### config.mk
export PLATFORM = sky130hd
export DESIGN_NAME = input_fifo
export DESIGN_NICKNAME = d
export VERILOG_FILES = /design/src/verilog/input_fifo.sv
export VERILOG_INCLUDE_DIRS = /design/src /design/src/include
export SDC_FILE = /design/constraint.sdc
export NUM_CORES = 1
export LEC_CHECK = 0
export BUFFER_PORTS_ARGS = -buffer_cell sky130_fd_sc_hd__buf_2
export CORE_UTILIZATION = 55
export DETAILED_ROUTE_END_ITERATION = 12
export GPL_ROUTABILITY_DRIVEN = 0
export PLACE_DENSITY = 0.77
export SLEW_MARGIN = 30
export SYNTH_ARGS = -nofsm -noshare
export SYNTH_HDL_FRONTEND = slang
export SYNTH_SLANG_ARGS = --single-unit
export TNS_END_PERCENT = 30
### constraint.sdc
create_clock -name clk -period 6.1 [get_ports clk]
set_input_delay 0 -clock clk [delete_from_list [all_inputs] [get_ports clk]]
set_output_delay 0 -clock clk [all_outputs]
set_load 0.03 [all_outputs]
### src/include/dual_lane_config.svh
//////////////////////////////////////////////////////////////////////
// word widths, buffer depth and input FIFO sizing for the dual-lane
// store-and-forward buffer; include in every RTL file that sizes a
// port, a pointer or a memory
//////////////////////////////////////////////////////////////////////

`ifndef DUAL_LANE_CONFIG_SVH
`define DUAL_LANE_CONFIG_SVH

// word layout, control byte sits above the data
`define DATA_W 64
`define CTRL_W 8
`define WORD_W (`CTRL_W + `DATA_W)

// per-lane packet buffer
`define BUF_ADDR_W 8
`define BUF_DEPTH (1 << `BUF_ADDR_W)

// input FIFO, nearly full once only the margin is left free
`define FIFO_DEPTH_BITS 2
`define FIFO_DEPTH (1 << `FIFO_DEPTH_BITS)
`define FIFO_NEARLY_FULL_MARGIN 1

`endif

### src/verilog/input_fifo.sv
//////////////////////////////////////////////////////////////////////
// small fall-through FIFO in front of the packet lanes; the head word
// is on dout_o whenever empty_o is low, rd_en_i pops it
//////////////////////////////////////////////////////////////////////

`timescale 1ns/10ps
`include "dual_lane_config.svh"

module input_fifo (
   input  logic                 clk,
   input  logic                 reset,
   input  logic [`WORD_W-1:0]   din_i,
   input  logic                 wr_en_i,
   input  logic                 rd_en_i,
   output logic [`WORD_W-1:0]   dout_o,
   output logic                 empty_o,
   output logic                 nearly_full_o
);

   logic [`WORD_W-1:0]          fifo_mem [0:`FIFO_DEPTH-1];
   logic [`FIFO_DEPTH_BITS-1:0] wr_ptr_q;
   logic [`FIFO_DEPTH_BITS-1:0] rd_ptr_q;
   logic [`FIFO_DEPTH_BITS:0]   count_q;
   logic                        full;
   logic                        push;
   logic                        pop;

   assign full          = (count_q == (`FIFO_DEPTH_BITS+1)'(`FIFO_DEPTH));
   assign empty_o       = (count_q == '0);
   assign nearly_full_o = (count_q >=
                           (`FIFO_DEPTH_BITS+1)'(`FIFO_DEPTH - `FIFO_NEARLY_FULL_MARGIN));

   // overflow and underflow are dropped here
   assign push = wr_en_i && !full;
   assign pop  = rd_en_i && !empty_o;

   // head word visible without a read
   assign dout_o = fifo_mem[rd_ptr_q];

   always_ff @(posedge clk) begin
      if (push) begin
         fifo_mem[wr_ptr_q] <= din_i;
      end
   end

   always_ff @(posedge clk) begin
      if (reset) begin
         wr_ptr_q <= '0;
         rd_ptr_q <= '0;
         count_q  <= '0;
      end else begin
         if (push) begin
            wr_ptr_q <= wr_ptr_q + 1'b1;
         end
         if (pop) begin
            rd_ptr_q <= rd_ptr_q + 1'b1;
         end
         case ({push, pop})
            2'b10: begin
               count_q <= count_q + 1'b1;
            end
            2'b01: begin
               count_q <= count_q - 1'b1;
            end
            default: begin
               count_q <= count_q;
            end
         endcase
      end
   end

endmodule

* Word-level counts from Yosys, hierarchy flattened
Memories as Yosys holds them, arrays and structs flattened. A register that Yosys moved wholly into a read port is not among the register bits.
Cells that the tools add are included.
** Word-level totals
- Logic and storage cells :: 23
- Memories :: 1
- Bits in writable memories :: 288
- Output and inout port bits :: 74
- Register bits after elaboration :: 7
** Memory list
- fifo_mem :: depth 4, width 72, read ports 1, clocked after memory_dff 1, wr ports 1, line input_fifo.sv:20 : logic [`WORD_W-1:0] fifo_mem [0:`FIFO_DEPTH-1];
** Cells by class
- Mux-type cells :: 5
- Order comparisons :: 1
- Add/subtract/negate cells :: 4
- Eq/ne operators :: 3
- Reduce and logical (&&, ||, !) cells :: 6
** Operators by type and width (number)
- one-hot mux 3 bit (2 select lines) :: 1
- adder 2 x 1 -> 2 bit (second input constant) :: 2
- two-way mux 2 bit :: 2
- adder 3 x 1 -> 3 bit (second input constant) :: 1
- == test 3 bit (second input constant) :: 1
- >= comparator 3 x 2 -> 1 bit (second input constant) :: 1
- zero test 3 bit :: 1
- subtractor 3 x 1 -> 3 bit (second input constant) :: 1
- == test 2 x 1 -> 1 bit (second input constant) :: 1
- == test 2 bit (second input constant) :: 1
- logical AND 1 bit :: 2
- zero test 1 bit :: 2
- two-way mux 1 bit :: 2
- nonzero test 2 bit :: 1

* Logic depth before layout (Yosys ltp)
- Depth after elaboration :: 5
- Mapped depth :: 9
- Mapped depth without buffers :: 9

* Least setup slack after synthesis
Ideal clock, no wire load.
- Path kind :: register to register
- Start point :: reg count_q[1]
- End point :: mem fifo_mem[0][0] in the netlist's numbering (enable)
- Library setup time :: 0.438 ns
- Path buffers :: 0
- Required time :: 5.662 ns
- Slack :: 3.236 ns
- Arrival time :: 2.426 ns
- Clock period less this slack :: 2.864 ns
- Stages on the path, launching flop included :: 4
- Cell sequence :: dfxtp_1 -> inv_1 -> a31oi_4 -> and2_1
** On the way
- Word-level cells in the longest chain between the ends :: 5
** Ends and longest elaborated chain
- start, declared :: line input_fifo.sv:23 : logic [`FIFO_DEPTH_BITS:0] count_q;
- start signal, assigned :: line input_fifo.sv:60 : count_q <= count_q + 1'b1;
- start signal, assigned :: line input_fifo.sv:63 : count_q <= count_q - 1'b1;
- start signal, assigned :: line input_fifo.sv:66 : count_q <= count_q;
- == test 3 bit :: line input_fifo.sv:28 : assign full = (count_q == (`FIFO_DEPTH_BITS+1)'(`FIFO_DEPTH));
- zero test 1 bit :: line input_fifo.sv:34 : assign push = wr_en_i && !full;
- logical AND 1 bit :: line input_fifo.sv:34
- two-way mux 1 bit :: line input_fifo.sv:41 : if (push) begin
- two-way mux 1 bit (implied by the code) :: line input_fifo.sv:42 : fifo_mem[wr_ptr_q] <= din_i;
- end, declared :: line input_fifo.sv:20
No other way between the ends.

==> flow_metrics.py <==
metrics = {
    "outcome": {
        "outcome": "completed",
    },
    "final_layout": {
        "fill_cells": 1203,
        "n_antenna_cell": 0,
        "fin_util_pct": 69.9,
        "final_common_cell": "edfxtp_1",
        "drive_above_1_share_pct": 39.8,
        "synthToLayoutAreaGrowth_pct": 24.6,
        "fin_nets": 756,
        "stdcell_count": 959,
        "final_cell_mix": "edfxtp_1 (288), buf_2 (149), dlygate4sd3_1 (75)",
        "finish.instance_area_um2": 13700,
    },
    "hold_path": {
        "hold_class": "input port to flop",
    },
    "logic_synthesis": {
        "synth_area_um2": 11000,
        "ys_warn_count": 0,
        "avgSynthCellArea_um2": 25.5,
        "ys_types": 25,
        "synthCells": 430,
        "ys_ff_latch": 297,
        "syn_nets": 512,
        "seq_area_frac_synth_pct": 80.6,
    },
    "power": {
        "vdd_ir_drop_max_mv": 0.438,
        "p_leak_nw": 4.67,
        "power_density_nw_per_um2": 428,
        "p_total_mw": 5.84,
    },
    "placement": {
        "io_buffers": 149,
        "dp_hpwl_um": 11600,
        "dp.cells": 833,
        "placed_cell_area_um2": 12000,
        "preCtsSetupSlack_ns": 3.63,
    },
    "floorplanning": {
        "die_x_um": 143,
        "initial_core_util_pct": 56.1,
        "die_area_um2": 20500,
        "die_y_um": 143,
        "core-area_um2": 19500,
        "io_pins": 150,
        "num_rows": 51,
    },
    "worst_setup_path": {
        "critPathSlowestCell": "dfxtp_4",
        "arrival_ns": 2.95,
        "cp_top_family": "flip-flops",
        "cp_num_buf_inv": 2,
        "path_class": "flop to output port",
        "cp_cell_sequence": "buf_4, mux4_2, buf_2",
        "rrSetupSlack_ns": 3.97,
        "end_kind": "output port",
        "start_kind": "flop",
        "crit_required_ns": 6.10,
        "cp_max_fo": 40,
        "max_stage_delay_ns": 0.89,
    },
    "clock_network": {
        "cts.sinks": 297,
        "hold_buffers": 75,
        "path_clk_slew_ns": 0.06,
        "numCtsBuffers": 29,
        "cts_buffer_depth": 3,
        "cts_resized": 0,
        "cts_tree": "yes",
        "cts_max_level": 1,
        "insertion_delay_ns": 0.53,
        "cts_root_buf": "clkbuf_16",
        "cts_setup_buffers": 0,
    },
    "drt": {
        "postRouteAntennaNets": 0,
        "wirelength_um": 19700,
        "wl_per_cell_um": 20.6,
        "drt_iter0_markers": 371,
        "vias": 5177,
        "viasPerCell": 5.40,
        "drc": 0,
        "dr.pass1.iters": 6,
    },
    "global_routing": {
        "track_usage_pct": 19.8,
        "grt_antenna_before_repair": 0,
        "grt_pass1_wl_um": 30000,
        "grt_overflow": 0,
        "grt_pass1_vias": 5560,
        "grt_start_max_net_pins": 41,
    },
    "timing": {
        "worst_slack_ns": 3.15,
        "clock_skew_ns": 0.0123,
        "setup_viol": 0,
        "finalSetupTns_ns": 0,
        "maxSlewHeadroom_pct": 44.7,
        "whs_ns": 0.217,
        "fmax_ghz": 0.340,
        "min_period_over_period_pct": 48.3,
        "slew_violations": 0,
        "hold_violations": 0,
        "finalCriticalPeriod_ns": 2.95,
        "rsz0062_at_grt": "false",
        "worst_slew_pin_slew_ns": 0.829,
    },
    "job": {
        "drv_cap": 0,
    },
}
-- cell usage after synthesis --
library cell	number	area (um^2)
a21o_1	1	7.51
a21oi_1	3	15.0
a31oi_4	1	21.3
and2_1	4	25.0
buf_12	7	140
buf_2	7	35.0
buf_6	1	11.3
clkbuf_1	2	7.51
dfxtp_1	9	180
edfxtp_1	288	8650
fa_1	1	20.0
ha_1	5	62.6
inv_1	8	30.0
mux2_2	1	11.3
mux2i_1	1	10.0
mux4_1	2	52.6
mux4_2	70	1580
nand2_1	1	3.75
nand2b_1	2	12.5
nor2_1	7	26.3
nor3_1	1	5.00
o21ai_0	2	10.0
o31ai_1	1	7.51
or3_1	2	12.5
xor2_1	3	26.3
-- registers in the layout, indices dropped and copies added, names as in the netlist, named ones only --
register	count
fifo_mem	288
count_q	3
rd_ptr_q	2
wr_ptr_q	2
-- power breakdown --
part	total [mW]	leakage, nW	internal, mW	switching (mW)
Clock	1.73	0.462	1.03	0.706
Sequential	2.60	2.72	2.46	0.143
Combinational	1.50	1.49	0.605	0.896
Total	5.84	4.67	4.09	1.74
-- final timing paths --
| path | start | endpoint | cells past startpoint |
|---|---|---|---|
| worst min register to register | rd_ptr_q[1]$_SDFFE_PP0P_ | flop | 2 |
| worst max register to register | count_q[1]$_SDFFE_PP0P_ | count_q[2]$_SDFFE_PP0P_ | 9 |
| worst min-delay path | din_i[10] | fifo_mem[0][10]$_DFFE_PP_ | 2 |
| worst max-delay path | flop | dout_o[69] | 3 |
-- metal layers --
| metal | track usage, % | wire (um) |
|---|---|---|
| met5 | 0 | 0 |
| met4 | 5.15 | 433 |
| met3 | 4.12 | 1050 |
| met2 | 34.5 | 10300 |
| met1 | 25.5 | 7900 |
-- cells by family after synthesis --
| group | after synthesis | synth area share (%) |
|---|---|---|
| flip-flops | 297 | 80.6 |
| buffers and inverters | 25 | 2.04 |
| AO/OA/AOI/OAI | 8 | 0.559 |
| adder cells (fa/ha/maj) | 6 | 0.754 |
| AND/OR/NAND/NOR | 17 | 0.776 |
| multiplexers | 74 | 15.1 |
| XOR/XNOR | 3 | 0.240 |
-- layout make-up --
cell class                 instances  area [um^2]  share of cell area, %
clock buffer                      29          726                   5.31
clock inverter                    22          206                   1.51
inverter                           8         30.0                  0.220
multi-input combinational        108         1920                   14.0
sequential                       297         8840                   64.7
tap                              265          332                   2.43
timing repair buffer             230         1610                   11.8
(Power assumes the default switching activity.)
