`src/include/dual_lane_config.svh`:
```
//////////////////////////////////////////////////////////////////////
// word widths, buffer depth and input FIFO sizing for the dual-lane
// store-and-forward buffer; include in every RTL file that sizes a
// port, a pointer or a memory
//////////////////////////////////////////////////////////////////////

`ifndef DUAL_LANE_CONFIG_SVH
`define DUAL_LANE_CONFIG_SVH

// word layout, control byte sits above the data
`define DATA_W 64
`define CTRL_W 8
`define WORD_W (`CTRL_W + `DATA_W)

// per-lane packet buffer
`define BUF_ADDR_W 8
`define BUF_DEPTH (1 << `BUF_ADDR_W)

// input FIFO, nearly full once only the margin is left free
`define FIFO_DEPTH_BITS 2
`define FIFO_DEPTH (1 << `FIFO_DEPTH_BITS)
`define FIFO_NEARLY_FULL_MARGIN 1

`endif

```
`src/verilog/dual_lane_pkg.sv`:
```
//////////////////////////////////////////////////////////////////////
// shared types of the dual-lane buffer: the per-lane packet state
// and the lane select used for the writer and reader grants
//////////////////////////////////////////////////////////////////////

package dual_lane_pkg;

   // packet framing states of one lane
   typedef enum logic [1:0] {
      LANE_START      = 2'b00,
      LANE_PAYLOAD    = 2'b01,
      LANE_READ_READY = 2'b10
   } lane_state_e;

   // which lane holds a grant
   typedef enum logic {
      SEL_LANE0 = 1'b0,
      SEL_LANE1 = 1'b1
   } lane_sel_e;

endpackage

```
`src/verilog/lane_arbiter.sv`:
```
//////////////////////////////////////////////////////////////////////
// lane arbiter: hands the write side and the read side from lane to
// lane as each holder finishes its phase, routes the FIFO head and
// strobes to the writer, and merges the lanes' output words
//////////////////////////////////////////////////////////////////////

`timescale 1ns/10ps
`include "dual_lane_config.svh"

module lane_arbiter import dual_lane_pkg::*; (
   input  logic                 clk,
   input  logic                 reset,
   input  logic [`WORD_W-1:0]   fifo_word_i,
   input  logic                 fifo_empty_i,
   input  logic                 fifo_nearly_full_i,
   input  logic                 in_wr_i,
   output logic                 fifo_wr_o,
   output logic                 fifo_rd_o,
   output logic                 in_rdy_o,
   output logic [`WORD_W-1:0]   lane_word_o,
   input  lane_state_e          lane0_state_i,
   input  lane_state_e          lane1_state_i,
   input  logic                 lane0_rd_i,
   input  logic                 lane1_rd_i,
   output logic                 lane0_valid_o,
   output logic                 lane1_valid_o,
   output logic                 lane0_read_grant_o,
   output logic                 lane1_read_grant_o,
   input  logic                 lane0_wr_i,
   input  logic                 lane1_wr_i,
   input  logic [`WORD_W-1:0]   lane0_word_i,
   input  logic [`WORD_W-1:0]   lane1_word_i,
   output logic                 out_wr_o,
   output logic [`WORD_W-1:0]   out_word_o
);

   lane_sel_e writer_q, writer_d;
   lane_sel_e reader_q, reader_d;
   logic      lane0_wphase, lane1_wphase;
   logic      lane0_writing, lane1_writing;
   logic      lane0_writing_q, lane1_writing_q;
   logic      lane0_reading, lane1_reading;
   logic      lane0_reading_q, lane1_reading_q;
   logic      writer_done, reader_done;
   logic      writer_active;

   // hand over on a finished phase, or when the holder is idle in the
   // wrong phase and the other lane is ready to take over
   function automatic lane_sel_e next_grant(lane_sel_e cur, logic done,
         logic l0_phase, logic l1_phase, logic l0_join, logic l1_join);
      lane_sel_e nxt;
      nxt = cur;
      if (done) begin
         nxt = (cur == SEL_LANE0) ? SEL_LANE1 : SEL_LANE0;
      end else if (cur == SEL_LANE0 && !l0_phase && l1_join) begin
         nxt = SEL_LANE1;
      end else if (cur == SEL_LANE1 && !l1_phase && l0_join) begin
         nxt = SEL_LANE0;
      end
      return nxt;
   endfunction

   assign lane0_wphase  = (lane0_state_i == LANE_START) || (lane0_state_i == LANE_PAYLOAD);
   assign lane1_wphase  = (lane1_state_i == LANE_START) || (lane1_state_i == LANE_PAYLOAD);
   assign lane0_writing = (writer_q == SEL_LANE0) && lane0_wphase;
   assign lane1_writing = (writer_q == SEL_LANE1) && lane1_wphase;
   assign lane0_reading = (reader_q == SEL_LANE0) && (lane0_state_i == LANE_READ_READY);
   assign lane1_reading = (reader_q == SEL_LANE1) && (lane1_state_i == LANE_READ_READY);

   // falling edge of the holder's phase flag
   assign writer_done = (lane0_writing_q && !lane0_writing) ||
                        (lane1_writing_q && !lane1_writing);
   assign reader_done = (lane0_reading_q && !lane0_reading) ||
                        (lane1_reading_q && !lane1_reading);

   assign writer_d = next_grant(writer_q, writer_done, lane0_wphase, lane1_wphase,
                                lane0_state_i == LANE_START, lane1_state_i == LANE_START);
   assign reader_d = next_grant(reader_q, reader_done,
                                lane0_state_i == LANE_READ_READY,
                                lane1_state_i == LANE_READ_READY,
                                lane0_state_i == LANE_READ_READY,
                                lane1_state_i == LANE_READ_READY);

   always_ff @(posedge clk) begin
      if (reset) begin
         writer_q        <= SEL_LANE0;
         reader_q        <= SEL_LANE0;
         lane0_writing_q <= 1'b0;
         lane1_writing_q <= 1'b0;
         lane0_reading_q <= 1'b0;
         lane1_reading_q <= 1'b0;
      end else begin
         writer_q        <= writer_d;
         reader_q        <= reader_d;
         lane0_writing_q <= lane0_writing;
         lane1_writing_q <= lane1_writing;
         lane0_reading_q <= lane0_reading;
         lane1_reading_q <= lane1_reading;
      end
   end

   // input side follows the writer
   assign writer_active = lane0_writing || lane1_writing;
   assign in_rdy_o      = !fifo_nearly_full_i && writer_active;
   assign fifo_wr_o     = in_wr_i && in_rdy_o;
   assign fifo_rd_o     = (writer_q == SEL_LANE0) ? lane0_rd_i : lane1_rd_i;
   assign lane_word_o   = fifo_word_i;
   assign lane0_valid_o = (writer_q == SEL_LANE0) && !fifo_empty_i;
   assign lane1_valid_o = (writer_q == SEL_LANE1) && !fifo_empty_i;

   assign lane0_read_grant_o = (reader_q == SEL_LANE0);
   assign lane1_read_grant_o = (reader_q == SEL_LANE1);

   // output merge
   assign out_wr_o   = lane0_wr_i || lane1_wr_i;
   assign out_word_o = lane1_wr_i ? lane1_word_i : lane0_word_i;

endmodule

```
`config.mk`:
```
export PLATFORM = sky130hd
export DESIGN_NAME = lane_arbiter
export DESIGN_NICKNAME = d
export VERILOG_FILES = /design/src/verilog/dual_lane_pkg.sv /design/src/verilog/lane_arbiter.sv
export VERILOG_INCLUDE_DIRS = /design/src /design/src/include
export SDC_FILE = /design/constraint.sdc
export NUM_CORES = 1
export LEC_CHECK = 0
export BUFFER_PORTS_ARGS = -buffer_cell sky130_fd_sc_hd__buf_2
export CORE_AREA = 2 2 147 149
export CTS_CLUSTER_SIZE = 10
export DETAILED_ROUTE_END_ITERATION = 16
export DIE_AREA = 0 0 149 151
export SYNTH_ARGS = -nofsm -noshare
export SYNTH_HDL_FRONTEND = slang
export SYNTH_SLANG_ARGS = --single-unit
```
`constraint.sdc`:
```
create_clock -name clk -period 3 [get_ports clk]
set_input_delay 0.3 -clock clk [delete_from_list [all_inputs] [get_ports clk]]
set_output_delay 0.3 -clock clk [all_outputs]
set_load 0.005 [all_outputs]
```
# ---- After elaboration in Yosys (flattened, before gate mapping)
# Cells that the tools add are included.
dict set report totals {
  ff_bits 6
  inputBits 229
  out_inout_bits 152
  wordCells 62
}
dict set report classes {
  n_eq_ne 4
  n_mux 10
  bitwise_logic 2
  n_reduce_logical 40
}
# operator count
set ops {}
lappend ops {{72-bit two-way mux} 1}
lappend ops {{1-bit logical AND} 20}
lappend ops {{1-bit logical NOT} 10}
lappend ops {{1-bit two-way mux} 9}
lappend ops {{1-bit logical OR} 6}
lappend ops {{3-bit nonzero test} 2}
lappend ops {{2-bit by 1-bit equality test with 1-bit output, second input constant} 2}
lappend ops {{2-bit equality test, second input constant} 2}
lappend ops {{2-bit logical NOT} 2}
lappend ops {{1-bit NOT} 2}

# ---- Logic depth before layout (Yosys ltp)
# Gate-level depths: netlist of run 1.
dict set report depth {
  depth_word 8
  ltp_mapped 4
  mapped_depth_nobuf 4
}

# ---- Worst setup path before layout of run 1
# Ideal clock, no wire load.
dict set report synth_timing {
  path_kind {input-to-output}
  start {input lane1_wr_i}
  end {output out_word_o[0]}
  t_arrival_ns 1.029
  required_time_ns 2.700
  path_slack_ns 1.671
  stages 3
  n_path_buf 2
  cell_sequence {buf_2 -> buf_2 -> mux2_2}
}
dict set report synth_between {
  elab_chain_len 1
}
# element line_no
set synth_rtl {}
lappend synth_rtl {{start: declaration} lane_arbiter.sv:30} ;# input logic lane1_wr_i,
lappend synth_rtl {{72-bit two-way mux} lane_arbiter.sv:116} ;# assign out_word_o = lane1_wr_i ? lane1_word_i : lane0_word_i;
lappend synth_rtl {{end: declaration} lane_arbiter.sv:34} ;# output logic [`WORD_W-1:0] out_word_o
# No other way between the ends.

# ---- Worst setup path after layout of run 1
dict set report layout_timing {
  start {input lane1_wr_i}
  end {output out_word_o[66]}
}
# Same word-level chain as after synthesis.

==> results.py, run 1 <==
metrics = {
    "cts": {
        "cts-htree-levels": 1,
        "path_clk_slew_ps": 30,
        "post-cts-setup-buffers": 0,
        "cts_hold_repair.buffers": 0,
        "insertion_delay_ps": 230,
        "post_cts_resized": 0,
        "clock_path_buffers": 2,
        "cts_tree": "yes",
        "clockRootBuffer": "clkbuf_16",
        "clock-sinks": 6,
        "cts_made_buffers": 3,
    },
    "route": {
        "drc": 0,
        "first_iter_violations": 24,
        "top_layer": "met4",
        "met2_wirelength_mm": 4.21,
        "met1_length_mm": 3.45,
        "post_drt_wl_per_cell_um": 14.9,
        "drt_pass1_iterations": 4,
        "viasPerCell": 3.06,
        "wl_met3_mm": 1.48,
        "vias": 1904,
        "ant_nets": 0,
        "wl_mm": 9.28,
    },
    "power": {
        "leakage_nw": 1.36,
        "power.density_mw_per_mm2": 245,
        "finalPower_uw": 660,
        "ir_worst_vdd_mv": 0.210,
    },
    "finish": {
        "multi_input_area_um2": 966,
        "layout.cells.non_filler": 623,
        "syn_to_final_growth_pct": 60.9,
        "nets": 579,
        "layout-drive-gt1-share": 0.899,
        "num_antenna_cells": 0,
        "seqCellArea_um2": 120,
        "nFillCells": 2394,
    },
    "floorplan": {
        "fp.coreArea_mm2": 0.0208,
        "dieArea_mm2": 0.0225,
        "fp.dieW_um": 149,
        "num_rows": 53,
        "pin_count": 381,
        "die_y_um": 151,
        "start_util": 0.0806,
    },
    "placed_design": {
        "dpl.hpwl_mm": 8.46,
        "port-buffer-count": 236,
        "gp_congestion": 0.792,
        "dp.cells": 620,
    },
    "synthesis": {
        "synth_area_leaders": "mux2_2, buf_4, dfxtp_1, buf_2, nor2_1",
        "syn_nets": 418,
        "yosys.area.top_type": "mux2_2",
        "yosysSeqAreaShare": 0.0716,
        "synthCells": 189,
        "syn_area_mm2": 0.00168,
        "yosysTopAreaCellShare": 0.490,
        "avgSynthCellArea_um2": 8.88,
        "ys_warn_count": 0,
        "synth_seq_cells": 6,
        "synth_cell_types": 17,
    },
    "grt": {
        "grt_util_all_layers": 0.0703,
        "grt_max_degree": 74,
        "grt_pass1_wl_mm": 11.2,
        "antenna_found_initial": 0,
        "first_global_vias": 1811,
        "overflow": 0,
    },
    "timing": {
        "hold_viol": 0,
        "slew_violations": 0,
        "post-route-period-util": 0.651,
        "finalSetupViolCount": 0,
        "slew_headroom": 0.390,
        "setup_tns_ps": 0,
        "rsz0062_at_grt": "no",
        "skew_ps": 0.0844,
        "maxClockFrequency_ghz": 0.512,
        "worstMarginPinSlew_ps": 915,
        "fin_crit_ps": 1950,
    },
    "worst_setup_path": {
        "arrival_ps": 1650,
        "worstPathMaxFanout": 73,
        "slowest_delay_ps": 680,
        "reg2reg_depth": 4,
        "critPathLaunchType": "input pin",
        "worstPathRequired_ps": 2700,
        "path_class": "in2out",
        "cp_slowest_cell": "buf_4",
        "crit_chain": "buf_4 -> mux2_2 -> buf_2",
        "cp-end-kind": "output port",
    },
    "run": {
        "maxCapViolations": 0,
    },
    "status": {
        "status": "finished clean",
    },
    "hold_path": {
        "hold_depth": 2,
        "min_path_type": "in2reg",
    },
}
worst paths after layout:
check | slack, ps | end | start
worst max-delay path | 1050 | out_word_o[66] | lane1_wr_i
worst min-delay path | 330 | lane1_read_grant_o | reset
worst max register to register | 1770 | writer_q | writer_q
worst min register to register | 480 | lane0_reading_q | lane1_read_grant_o
cell type report:
class / count / area share
repair buffers: 236 / 0.438
multi-input cells: 100 / 0.358
well taps: 275 / 0.127
flip-flops and latches: 6 / 0.0445
clock buffers: 3 / 0.0278
inverters: 3 / 0.00417
synthesized netlist by cell type:
master,count
a21oi_1,5
and2_1,1
buf_2,8
buf_4,72
dfxtp_1,6
inv_1,3
mux2_1,1
mux2_2,73
nand2b_1,2
nand3_1,1
nor2_1,7
nor2b_1,2
nor3_1,1
nor3b_1,1
o21ai_0,4
or2_1,1
or2_2,1
logic make-up (layout without fill, tap and decap cells):
kind of cell           after synthesis  in the layout  share of synthesized area
DFF                                  6              6                     0.0716
muxes                               74             74                      0.497
and+or+nand+nor                     17             17                     0.0522
buffers and inverters               83            242                      0.353
AOI/OAI and AO/OA                    9              9                     0.0268
cell usage in the layout (no fill, tap or decap), drive strengths merged:
cell    netlist  layout
buf          80     236
mux2         74      74
nor2          7       7
dfxtp         6       6
a21oi         5       5
o21ai         4       4
inv           3       3
clkbuf        0       3
nand2b        2       2
nor2b         2       2
or2           2       2
and2          1       1
nor3b         1       1
nor3          1       1
nand3         1       1
registers in the layout (all words and copies together), names as in the netlist:
name,flops
lane0_reading_q,1
lane0_writing_q,1
lane1_read_grant_o,1
lane1_reading_q,1
lane1_writing_q,1
writer_q,1
routing by layer:
metal,global-route usage,vias up
met1,0.0783,813
met5,0,-
li1,-,891
met2,0.119,179
met3,0.0361,21
met4,0.0176,0
report_power, final:
part	total, mW	internal (mW)	switching, mW
combinational	0.355	0.207	0.148
clock	0.213	0.171	0.0426
sequential	0.0920	0.0863	0.00569
stage by stage:
step	setup slack (ps)	hold slack [ps]	util	instance area (µm²)
after floorplan	1670	369	-	1680
after global placement	1060	499	0.126	2630
after detailed placement	1030	492	0.126	2630
after CTS	1030	325	0.130	2700
after global routing	987	335	0.130	2700
final	1050	326	0.130	2700
critical path: cells and delay by family:
kind / cells / cell delay [ps]
mux: 1 / 480
buf+inv: 2 / 830
(Power assumes the default switching activity.)
==> run 2, diff against run 1 <==
- ABC_AREA: default -> 1
- CORE_AREA: 2 2 147 149 -> 2 2 149 151
- DIE_AREA: 0 0 149 151 -> 0 0 151 153
- clock period: 3 -> 2 ns (I/O delays scaled with it)
==> results.py, run 2 <==
metrics = {
    "synthesis": {
        "yosysSeqAreaShare": 0.0685,
        "synth-async-reset-ratio": 0,
        "yosysTopAreaCellShare": 0.497,
        "syn_nets": 585,
        "synth_seq_cells": 6,
        "synth_flop_cell": "dfxtp_1",
        "avgSynthCellArea_um2": 4.92,
        "yosys-top-cells-count": "nand2_1, buf_4, nor2_1",
        "yosys.cell_count.top_type": "nand2_1",
        "synthCells": 356,
        "yosys.area.top_type": "nand2_1",
        "syn_area_mm2": 0.00175,
        "synth_area_leaders": "nand2_1, buf_4, dfxtp_1, buf_2, nor2_1",
        "ys_warn_count": 0,
        "synth_cell_types": 17,
        "synth_edf_count": 0,
    },
    "route": {
        "viasPerCell": 3.21,
        "post_drt_wl_per_cell_um": 9.84,
        "wl_mm": 7.78,
        "first_iter_violations": 84,
        "drt_pass1_iterations": 4,
        "ant_nets": 0,
        "vias": 2537,
        "drc": 0,
    },
    "finish": {
        "num_antenna_cells": 0,
        "layout_commonest_cell": "buf_2",
        "nets": 741,
        "layout-drive-gt1-share": 0.486,
        "syn_to_final_growth_pct": 59.2,
        "most-common-layout-cells": "buf_2, nand2_1, nor2_1",
    },
    "timing": {
        "setup_slack_ps": 579,
        "whs_ps": 182,
        "slew_headroom": 0.788,
        "post-route-period-util": 0.711,
        "setup_tns_ps": 0,
        "fin_crit_ps": 1420,
        "rsz0062_at_grt": "no",
        "maxClockFrequency_ghz": 0.704,
        "finalSetupViolCount": 0,
        "worstMarginPinSlew_ps": 318,
        "slew_violations": 0,
        "hold_viol": 0,
        "skew_ps": 0.169,
    },
    "cts": {
        "clock_path_buffers": 2,
        "cts_tree": "yes",
        "cts_hold_repair.buffers": 0,
        "post_cts_resized": 0,
        "clock-sinks": 6,
        "clockRootBuffer": "clkbuf_16",
        "path_clk_slew_ps": 30,
        "post-cts-setup-buffers": 0,
        "insertion_delay_ps": 230,
        "cts-htree-levels": 1,
        "cts_made_buffers": 3,
    },
    "worst_setup_path": {
        "cp_slowest_cell": "dfxtp_1",
        "critPathLaunchType": "flop",
        "r2r_slack_ps": 950,
        "reg2reg_depth": 5,
        "cp_num_cells": 4,
        "slowest_delay_ps": 460,
        "cp-end-kind": "output port",
        "crit_buf_inv": 1,
        "crit_chain": "nor2_1 -> a211oi_2 -> and2_1 -> buf_2",
        "worstPathMaxFanout": 8,
        "arrival_ps": 1220,
        "path_class": "reg2out",
        "cpLargestDelayFamily": "flip-flops",
        "worstPathRequired_ps": 1800,
    },
    "grt": {
        "grt_max_degree": 73,
        "grt_pass1_wl_mm": 10.9,
        "overflow": 0,
        "grt_util_all_layers": 0.0592,
        "antenna_found_initial": 0,
        "first_global_vias": 2287,
    },
    "floorplan": {
        "pin_count": 381,
        "num_rows": 54,
        "start_util": 0.0816,
        "fp.coreArea_mm2": 0.0215,
        "dieArea_mm2": 0.0231,
        "fp.dieW_um": 151,
        "die_y_um": 153,
    },
    "placed_design": {
        "dpl.hpwl_mm": 6.59,
        "gp_congestion": 0.723,
        "port-buffer-count": 236,
        "pre_cts_ws_ps": 777,
    },
    "status": {
        "status": "finished clean",
    },
    "power": {
        "leakage_nw": 1.81,
        "power.density_mw_per_mm2": 345,
        "ir_worst_vdd_mv": 0.383,
    },
    "hold_path": {
        "hold_depth": 2,
        "min_path_type": "in2reg",
    },
    "run": {
        "maxCapViolations": 0,
    },
}
==> run 2: metrics by stage <==
stage | std cells | power [mW] | util | area [µm²]
finish | 790 | 0.962 | 0.130 | 2790
global route | 790 | 1.05 | 0.130 | 2790
CTS | 790 | 0.978 | 0.130 | 2790
detailed placement | 787 | 0.645 | 0.126 | 2720
global placement | 787 | 0.645 | 0.126 | 2720
floorplan | 356 | 0.455 | - | 1750
==> run 2: path summary, 6_finish.rpt <==
| check | to | start |
|---|---|---|
| min reg2reg | lane1_reading_q | lane1_read_grant_o |
| max reg2reg | writer_q | writer_q |
| max | fifo_wr_o | writer_q |
| min | lane0_writing_q | lane0_state_i[1] |
==> run 2: layer usage <==
layer | vias up | routed length (µm) | global-route usage | part of all wire
met2 | 176 | 3440 | 0.101 | 0.44
met1 | 1024 | 2760 | 0.0581 | 0.36
met3 | 46 | 1210 | 0.0293 | 0.16
li1 | 1291 | - | - | -
met5 | - | 0 | 0 | 0
met4 | 0 | 364 | 0.0329 | 0.047
==> run 2: report_power, final <==
part	leakage [nW]	switching (mW)	internal, mW
clock	0.0370	0.0657	0.256
combinational	1.73	0.242	0.261
sequential	0.0492	0.00775	0.128
==> run 2: area by class of cell <==
type / count / area, µm²
Clock buffer: 3 / 75.1
Sequential cell: 6 / 120
Fill cell: 2532 / 18700
Inverter: 8 / 30.0
Multi-Input combinational cell: 254 / 987
Timing Repair Buffer: 239 / 1230
Tap cell: 280 / 350
==> run 2: cells by family (layout without fill, tap and decap cells) <==
| family | count (synthesis) | count (layout) | share of synthesized area |
|---|---|---|---|
| buffers and inverters | 96 | 250 | 0.368 |
| and+or+nand+nor | 250 | 250 | 0.545 |
| DFF | 6 | 6 | 0.0685 |
| AOI/OAI and AO/OA | 4 | 4 | 0.0186 |
==> run 2: worst register-to-register path: stages (launching register included) <==
cell     delay, ps
dfxtp_1        460
inv_2          110
o21ai_2        140
nand3_1         80
nor2_1         100
nor2_1          50
